===== src/common/cpu_consts.svh =====
`ifndef CPU_CONSTS_SVH
`define CPU_CONSTS_SVH

// Data path and address width
`define XLEN 32

// Unified memory depth in words, indexed by address bits 9..2
`define MEM_WORDS 256

// First fetch address out of reset
`define RESET_PC 32'h0000_0000

// addi x0, x0, 0
`define NOP_INSTR 32'h0000_0013

`endif


===== src/common/cpu_pkg.sv =====
`include "cpu_consts.svh"

package cpu_pkg;

    typedef enum logic [2:0] {
        ALU_ADD = 3'd0,
        ALU_SUB = 3'd1,
        ALU_AND = 3'd2,
        ALU_OR  = 3'd3,
        ALU_XOR = 3'd4,
        ALU_SLT = 3'd5
    } alu_op_e;

    typedef struct packed {
        logic    reg_write;
        logic    mem_read;
        logic    mem_write;
        logic    branch_eq;
        logic    branch_ne;
        logic    alu_src_imm;
        alu_op_e alu_op;
    } ctrl_t;

    typedef struct packed {
        logic             valid;
        logic [`XLEN-1:0] pc;
        logic [31:0]      instr;
    } if_id_t;

    typedef struct packed {
        logic             valid;
        ctrl_t            ctrl;
        logic [`XLEN-1:0] pc;
        logic [`XLEN-1:0] imm;
        logic [4:0]       rs1;
        logic [4:0]       rs2;
        logic [4:0]       rd;
        logic [`XLEN-1:0] rs1_val;
        logic [`XLEN-1:0] rs2_val;
    } id_ex_t;

    // Control bits here are already qualified by valid
    typedef struct packed {
        logic             valid;
        logic             reg_write;
        logic             mem_read;
        logic             mem_write;
        logic [`XLEN-1:0] alu_result;
        logic [`XLEN-1:0] store_data;
        logic [4:0]       rd;
    } ex_mem_t;

    typedef struct packed {
        logic             valid;
        logic [4:0]       rd;
        logic [`XLEN-1:0] data;
    } wb_t;

endpackage


===== src/common/mem_bus_if.sv =====
`include "cpu_consts.svh"

interface mem_bus_if;

    logic             req;
    logic             we;
    logic [`XLEN-1:0] addr;
    logic [`XLEN-1:0] wdata;
    logic [`XLEN-1:0] rdata;
    logic             gnt;

    modport master (
        output req, we, addr, wdata,
        input  rdata, gnt
    );

    // gnt and rdata come back in the same cycle as req
    modport slave (
        input  req, we, addr, wdata,
        output rdata, gnt
    );

endinterface


===== src/pipeline/mem_stage.sv =====
`include "cpu_consts.svh"

module mem_stage
    import cpu_pkg::*;
(
    input  logic      clk,
    input  logic      rst_n,
    input  ex_mem_t   ex_mem,
    mem_bus_if.master dbus,
    output wb_t       wb
);
    logic mem_access;

    // Data bus outranks fetch, so an access is served in its own cycle
    assign mem_access = ex_mem.valid && (ex_mem.mem_read || ex_mem.mem_write);

    assign dbus.req   = mem_access;
    assign dbus.we    = ex_mem.mem_write;
    assign dbus.addr  = ex_mem.alu_result;
    assign dbus.wdata = ex_mem.store_data;

    always_ff @(posedge clk or negedge rst_n) begin
        if (!rst_n) begin
            wb.valid <= 1'b0;
        end else begin
            // Writes to x0 never retire
            wb.valid <= ex_mem.valid && ex_mem.reg_write && (ex_mem.rd != 5'd0);
            wb.rd    <= ex_mem.rd;
            if (ex_mem.mem_read) begin
                wb.data <= dbus.rdata;
            end else begin
                wb.data <= ex_mem.alu_result;
            end
        end
    end

endmodule


===== src/flat_wrapper.sv =====
// flat-port wrapper written by rule: the top's interface ports become plain ports
module mem_stage_flat import cpu_pkg::*;
  (clk, rst_n, ex_mem, wb, dbus_req, dbus_we, dbus_addr, dbus_wdata, dbus_rdata, dbus_gnt);
  mem_bus_if dbus_i ();
  input  logic clk;
  input  logic rst_n;
  input  ex_mem_t ex_mem;
  output wb_t wb;
  output wire logic [$bits(dbus_i.req)-1:0] dbus_req;
  output wire logic [$bits(dbus_i.we)-1:0] dbus_we;
  output wire logic [$bits(dbus_i.addr)-1:0] dbus_addr;
  output wire logic [$bits(dbus_i.wdata)-1:0] dbus_wdata;
  input wire logic [$bits(dbus_i.rdata)-1:0] dbus_rdata;
  input wire logic [$bits(dbus_i.gnt)-1:0] dbus_gnt;
  assign dbus_req = dbus_i.req;
  assign dbus_we = dbus_i.we;
  assign dbus_addr = dbus_i.addr;
  assign dbus_wdata = dbus_i.wdata;
  assign dbus_i.rdata = dbus_rdata;
  assign dbus_i.gnt = dbus_gnt;
  mem_stage u_core (.clk(clk), .rst_n(rst_n), .ex_mem(ex_mem), .dbus(dbus_i), .wb(wb));
endmodule

===== config.mk =====
export PLATFORM = sky130hd
export DESIGN_NAME = mem_stage_flat
export DESIGN_NICKNAME = d
export VERILOG_FILES = /design/src/common/cpu_pkg.sv /design/src/common/mem_bus_if.sv /design/src/pipeline/mem_stage.sv /design/src/flat_wrapper.sv
export VERILOG_INCLUDE_DIRS = /design/src /design/src/common
export SDC_FILE = /design/constraint.sdc
export NUM_CORES = 1
export LEC_CHECK = 0
export ABC_AREA = 1
export BUFFER_PORTS_ARGS = -buffer_cell sky130_fd_sc_hd__buf_2
export CORE_AREA = 2 2 82 84
export DETAILED_ROUTE_END_ITERATION = 8
export DIE_AREA = 0 0 84 86
export HOLD_SLACK_MARGIN = 0.1
export PLACE_DENSITY = 0.74
export SYNTH_ARGS = -nofsm -noshare
export SYNTH_HDL_FRONTEND = slang
export SYNTH_SLANG_ARGS = --single-unit

===== constraint.sdc =====
create_clock -name clk -period 1 [get_ports clk]
set_input_delay 0 -clock clk [delete_from_list [all_inputs] [get_ports clk]]
set_output_delay 0 -clock clk [all_outputs]
set_load 0.005 [all_outputs]

==> results_dict.tcl, run 1 <==
set metrics [dict create \
    combinational_family_with_the_most_area_after_synthesis "buffers and inverters" \
    hpwlAfterDp_um 4320 \
    synthesis.yosys.warnings 0 \
    max-clock-path-buffers 2 \
    synth_nets 324 \
    die_boundary_height_um 86 \
    post_synth_xor_area_fraction_pct 0 \
    synth_compound_gate_area_share_pct 0.353 \
    effective_utilization_at_floorplan_pct 33.9 \
    numClockSinks 38 \
    postSynthRegisterBits 38 \
    clock_tree.root_cell "clkbuf_8" \
    synthAdderAreaFrac_pct 0 \
    die_w_um 84 \
    synth.yosys.seq_area_share_pct 53.4 \
    portBuffers 146 \
    first-error "[ERROR RSZ-0060] Max buffer count reached." \
    routability_cong 0.686 \
    htree_num_levels 2 \
    cts.repair_timing.setup_buffer_count 0 \
    placed_cells 370 \
    yosys.area_share.simple_pct 18.7 \
    post_synth_main_area_contributors "edfxtp_1 (52%), buf_4 (24%), nand2_1 (16%)" \
    ioPinCount 212 \
    synth.area.mux_share_pct 0 \
    post_cts.resized_instances 0 \
    status "aborted with a tool error" \
    cts_inserted_buffers 5 \
    placement_rows 29 \
    cts-hold-fix-buffers 101 \
    avgSynthCellArea_um2 9.85 \
    stop_stage "clock tree synthesis" \
    synth.lib_cells_used.distinct 12 \
    mappedNetlistArea_um2 2130 \
    netlist.top_cell.by_area "edfxtp_1" \
    yosysTopAreaCellShare_pct 52.2 \
    synth_cells 216 \
]
## stage by stage
step	util, %	worst slack [ps]	area (um^2)	hold WS [ps]
after floorplan	-	382	2130	-296
after global placement	38.6	272	2430	-21.4
after detailed placement	38.6	252	2430	-16.8
## cell families after synthesis
group                  count (synthesis)
AND/OR/NAND/NOR                      101
buffers and inverters                 76
flip-flops                            38
AO/OA/AOI/OAI                          1
## cells in the mapped netlist
library cell / instances
buf_6: 4
inv_8: 1
nand2_1: 91
nand3_1: 1
o21a_1: 1
buf_8: 1
nor2_1: 2
inv_1: 3
dfrtp_1: 1
buf_4: 67
nand2_2: 7
edfxtp_1: 37
==> run 2: changes to the inputs <==
Settings changed: HOLD_SLACK_MARGIN 0.1 to unset, PLACE_DENSITY 0.74 to unset, PLACE_DENSITY_LB_ADDON set to 0.15.
==> run 2 against run 1 <==
Net effect:
- the run now ends clean
- area after synthesis did not move
- synthesized cell count did not move
==> results_dict.tcl, run 2 <==
set metrics [dict create \
    synthesis.yosys.warnings 0 \
    hp-start "ex_mem[19]" \
    cp-start-kind "primary input" \
    cp-end-kind "flop" \
    via_density 4.18 \
    worstSetupPathType "primary input to flop" \
    mappedNetlistArea_um2 2130 \
    largest_register_ffs 38 \
    placement_rows 29 \
    synth_common_cells "nand2_1 (91), buf_4 (67), edfxtp_1 (37)" \
    hpwlAfterDp_um 4020 \
    post_synth_main_area_contributors "edfxtp_1 (52%), buf_4 (24%), nand2_1 (16%)" \
    ioPinCount 212 \
    crit_arrival_ps 880 \
    grt_setup_unrepaired "false" \
    timing.critical_path.max_delay_family "buffers and inverters" \
    final-max-slew-violation-count 0 \
    post-route-cell-area_um2 3230 \
    global_route.usage.met1_pct 16.0 \
    finalCriticalPeriod_ps 902 \
    gr-usage-all-layers_pct 16.6 \
    placedInstanceArea_um2 2430 \
    timing.hold.worst.class "primary input to output port" \
    finalSetupViolCount 0 \
    grt-ovfl-total 0 \
    critical-path-max-stage-delay_ps 520 \
    finalCritPeriodShare_pct 90.2 \
    dieArea_um2 7220 \
    cts-hold-fix-buffers 65 \
    numClockSinks 38 \
    post_cts.resized_instances 0 \
    synth.yosys.seq_area_share_pct 53.4 \
    num-nets-final 474 \
    htree_num_levels 2 \
    initial_antenna_violation_count 0 \
    detail_route.wirelength_um 6140 \
    worst_slack_ps 97.9 \
    yosysTopAreaCellShare_pct 52.2 \
    die_w_um 84 \
    layout_common_cells "buf_2 (146), nand2_1 (91), dlygate4sd3_1 (66)" \
    synth_enable_flop_cells 37 \
    post-place-ws_ps 245 \
    postSynthRegisterBits 38 \
    hold-path-cell-count 0 \
    power-per-cell-area_nw_per_um2 1350 \
    dr.pass1.iters 4 \
    measured_slew_at_the_worst_slew_check_pin_ps 219 \
    hold_path_end "dbus_wdata[14]" \
    cp_max_fo 38 \
    path_clk_slew_ps 70 \
    routability_cong 0.713 \
    clock_tree.root_cell "clkbuf_8" \
    core_region_area_um2 6280 \
    status "finished clean" \
    post_route_cells_drive_above_1_share_pct 45.0 \
    register_with_the_most_flip_flops "u_core.wb" \
    peakVddDrop_v 0.000909 \
    synthMostInstantiatedCell "nand2_1" \
    cts.repair_timing.setup_buffer_count 0 \
    proportion_of_register_bits_with_asynchronous_set_or_reset_after_synthesis_pct 2.63 \
    prevailing_post_synth_register_cell "edfxtp_1" \
    die_boundary_height_um 86 \
    detailroute.via_count 1854 \
    synth_nets 324 \
    met2_usage_pct 32.6 \
    clock.fmax_ghz 1.11 \
    avgSynthCellArea_um2 9.85 \
    grt_start_max_net_pins 39 \
    remaining_drc_errors 0 \
    netlist.top_cell.by_area "edfxtp_1" \
    globalRouteMet3Util_pct 5.39 \
    cell_by_cell_trace_of_the_critical_path "dlygate4sd3_1 > buf_2 > buf_12" \
    grt_most_used_layer "met2" \
    cts_tree "yes" \
    effective_utilization_at_floorplan_pct 33.9 \
    max-clock-path-buffers 2 \
    fillCellCount 604 \
    area_delta_synth_final_pct 51.8 \
    grt_first_pass_wirelength_um 9200 \
    mostFrequentLayoutCell "buf_2" \
    drt-initial-drc-count 42 \
    grt_pass1_vias 1854 \
    wl_per_cell_um 13.8 \
    portBuffers 146 \
    cp_data_required_time_ps 980 \
    worst-path-buf-inv 3 \
    synth.lib_cells_used.distinct 12 \
    setup_total_negative_slack_ps 0 \
    cts_inserted_buffers 5 \
    timing.max_slew.rel_slack_pct 85.4 \
    detail-route-antenna-nets 0 \
    total_leakage_power_nw 1.64 \
    worst_path_max_delay_cell "dlygate4sd3_1" \
    final-hold-violation-count 0 \
    synth_cells 216 \
    number_of_maximum_capacitance_violations 0 \
    diodes 0 \
    reg_top3 "u_core.wb: 38 flops" \
]
[run 2: cell counts after synthesis]
Identical to the previous run, type by type.
[run 2: cell type report]
class                           count  area, um^2  area share (%)
Sequential cell                    38        1140            35.2
Timing Repair Buffer              215        1430            44.2
Clock buffer                        6        82.6            2.56
Clock inverter                      2        60.1            1.86
Multi-Input combinational cell    102         405            12.6
Tap cell                           77        96.3            2.98
Inverter                            4        22.5           0.697
[run 2: power breakdown]
part	internal, mW	total, mW	leakage, nW	switching [mW]
clock	1.06	1.62	0.0714	0.554
sequential	1.91	1.94	0.374	0.0296
combinational	0.468	0.817	1.19	0.348
[run 2: cells by family (layout without fill, tap and decap cells)]
family          count (synthesis)  count (layout)  synth area share (%)
simple gates                  101             101                  18.7
buf+inv                        76             227                  27.5
flops                          38              38                  53.4
compound gates                  1               1                 0.353
[run 2: layer usage]
| metal | share of wire [%] | vias to the layer above |
|---|---|---|
| li1 | - | 918 |
| met3 | 8.4 | 17 |
| met4 | 2.4 | 0 |
| met2 | 56 | 102 |
| met1 | 34 | 817 |
| met5 | 0 | - |
[run 2: how the worst max path moves through the flow]
stage	from	end	depth (start not counted)
2_1_floorplan	ex_mem[70]	u_core.wb[0]	5
3_3_place_gp	ex_mem[70]	u_core.wb[9]	4
3_5_place_dp	ex_mem[70]	u_core.wb[3]	4
4_1_cts	rst_n	u_core.wb[0]	3
5_1_grt	rst_n	u_core.wb[3]	3
6_report	rst_n	u_core.wb[5]	3
[run 2: per-stage QoR]
stage	power [mW]	std cells	util, %	hold slack, ps
2_1_floorplan	2.38	216	-	-296
3_3_place_gp	2.59	370	38.6	-17.4
3_5_place_dp	2.59	370	38.6	-16.6
4_1_cts	4.42	443	51.3	0.0453
5_1_grt	4.58	444	51.4	0.00794
6_report	4.37	444	51.4	0.00229
(Power assumes the default switching activity.)
==> run 3: changes to the inputs <==
Settings changed: CELL_PAD_IN_SITES_DETAIL_PLACEMENT set to 1, CELL_PAD_IN_SITES_GLOBAL_PLACEMENT set to 1, CORE_AREA 2 2 82 84 to 2 2 94 96, DIE_AREA 0 0 84 86 to 0 0 96 98.
==> run 3 against run 2 <==
Net effect:
- die area is 30% higher
- largest power group unchanged
- core utilization shrank 13 points
- hold slack barely moved
- design area is 0.23% higher
- combinational power is 2% higher
- setup slack worse by 33 ps
- critical endpoint is now u_core.wb[15]
- critical path type unchanged
- first-iteration DRC count decreased by 33%
- sequential power is essentially flat
==> results_dict.tcl, run 3 (same netlist as run 2, synthesis figures left out) <==
set metrics [dict create \
    status "finished clean" \
    placement_rows 34 \
    critical-path-max-stage-delay_ps 540 \
    hpwlAfterDp_um 4370 \
    fillCellCount 1033 \
    total_leakage_power_nw 1.62 \
    cp_max_fo 38 \
    largest_register_ffs 38 \
    peakVddDrop_v 0.000451 \
    area_delta_synth_final_pct 52.2 \
    post_cts.resized_instances 0 \
    ioPinCount 212 \
    post-place-ws_ps 169 \
    finalCritPeriodShare_pct 93.5 \
    via_density 3.94 \
    remaining_drc_errors 0 \
    global_route.usage.met1_pct 13.5 \
    diodes 0 \
    grt_first_pass_wirelength_um 9960 \
    num-nets-final 477 \
    grt_pass1_vias 2040 \
    number_of_maximum_capacitance_violations 0 \
    dr.pass1.iters 3 \
    dieArea_um2 9410 \
    grt-ovfl-total 0 \
    total_power_mw 3.80 \
    die_w_um 96 \
    grt_start_max_net_pins 39 \
    final-max-slew-violation-count 0 \
    measured_slew_at_the_worst_slew_check_pin_ps 296 \
    worst_slack_ps 64.5 \
    cp-end-kind "flop" \
    drt-initial-drc-count 28 \
    wl_per_cell_um 13.6 \
    detail_route.wirelength_um 6520 \
    gr-usage-all-layers_pct 14.0 \
    effective_utilization_at_floorplan_pct 25.1 \
    finalSetupViolCount 0 \
    worst_path_max_delay_cell "dlygate4sd3_1" \
    cell_by_cell_trace_of_the_critical_path "dlygate4sd3_1 > buf_2 > buf_12" \
    clock.fmax_ghz 1.07 \
    portBuffers 146 \
    numClockSinks 38 \
    reg_top3 "u_core.wb: 38 flops" \
    mostFrequentLayoutCell "buf_2" \
    setup_total_negative_slack_ps 0 \
    post_route_cells_drive_above_1_share_pct 44.1 \
    clock_tree.root_cell "clkbuf_8" \
    initial_antenna_violation_count 0 \
    cts_tree "yes" \
    met2_usage_pct 28.2 \
    finalCriticalPeriod_ps 935 \
    power-per-cell-area_nw_per_um2 1170 \
    die_boundary_height_um 98 \
    cp_data_required_time_ps 970 \
    register_with_the_most_flip_flops "u_core.wb" \
    grt_most_used_layer "met2" \
    timing.max_slew.rel_slack_pct 80.3 \
    final-hold-violation-count 0 \
    routability_cong 0.668 \
    timing.hold.worst.class "primary input to output port" \
    grt_setup_unrepaired "false" \
    cp-start-kind "primary input" \
    globalRouteMet3Util_pct 2.85 \
    htree_num_levels 2 \
    detailroute.via_count 1884 \
    max-clock-path-buffers 2 \
    detail-route-antenna-nets 0 \
    worstSetupPathType "primary input to flop" \
    core_region_area_um2 8470 \
    path_clk_slew_ps 70 \
    layout_common_cells "buf_2 (146), nand2_1 (91), dlygate4sd3_1 (69)" \
    cts.repair_timing.setup_buffer_count 0 \
    cts_inserted_buffers 5 \
    crit_arrival_ps 910 \
]
## run 3: changes by cell type in the layout (fill, tap and decap cells not counted), sizes merged
cell,delta
clkinv,+2
dlygate4sd3,+3
bufinv,-2
## run 3: final cells by class
type                    instances  area [um^2]  share of cell area (%)
repair buffers                218         1460                    45.0
flip-flops and latches         38         1140                    35.1
multi-input cells             102          405                    12.5
well taps                     108          135                    4.17
clock buffers                   6         72.6                    2.24
inverters                       4         22.5                   0.696
clock inverters                 2         8.76                   0.271
## run 3: metal layers
layer,routed length [um],part of all wire (%),up-vias
met5,0,0,-
met4,121,1.9,0
met3,411,6.3,21
met2,3760,58,82
met1,2230,34,861
li1,-,-,920
## run 3: stage by stage
| step | hold slack, ps | utilization [%] | cell area (um^2) | cells |
|---|---|---|---|---|
| floorplan | -296 | - | 2130 | 216 |
| global placement | -13.8 | 29.1 | 2460 | 401 |
| detailed placement | -14.5 | 29.1 | 2460 | 401 |
| CTS | 0.0346 | 38.1 | 3230 | 477 |
| global route | 0.00799 | 38.2 | 3240 | 478 |
| finish | 0.00201 | 38.2 | 3240 | 478 |
## run 3: where the power goes
group | internal (mW) | switching [mW] | total [mW]
clock | 0.480 | 0.539 | 1.02
combinational | 0.476 | 0.359 | 0.836
sequential | 1.91 | 0.0303 | 1.94
## run 3: final timing paths
path	startpoint	endpoint	slack, ps	cells past startpoint
min in group asynchronous	rst_n	u_core.wb[37]	230	3
hold / removal	ex_mem[21]	dbus_wdata[16]	0.002	0
setup / recovery	rst_n	u_core.wb[15]	60	3
max in group asynchronous	rst_n	u_core.wb[37]	590	3
## run 3: worst max-delay path: cells and delay by family
kind	cells	cell delay [ps]
buffers and inverters	3	900
## run 3: what timing repair did
action,CTS,global route
endpoints found under the hold margin,39,1
endpoints found under the setup margin,0,0
hold buffers,68,1
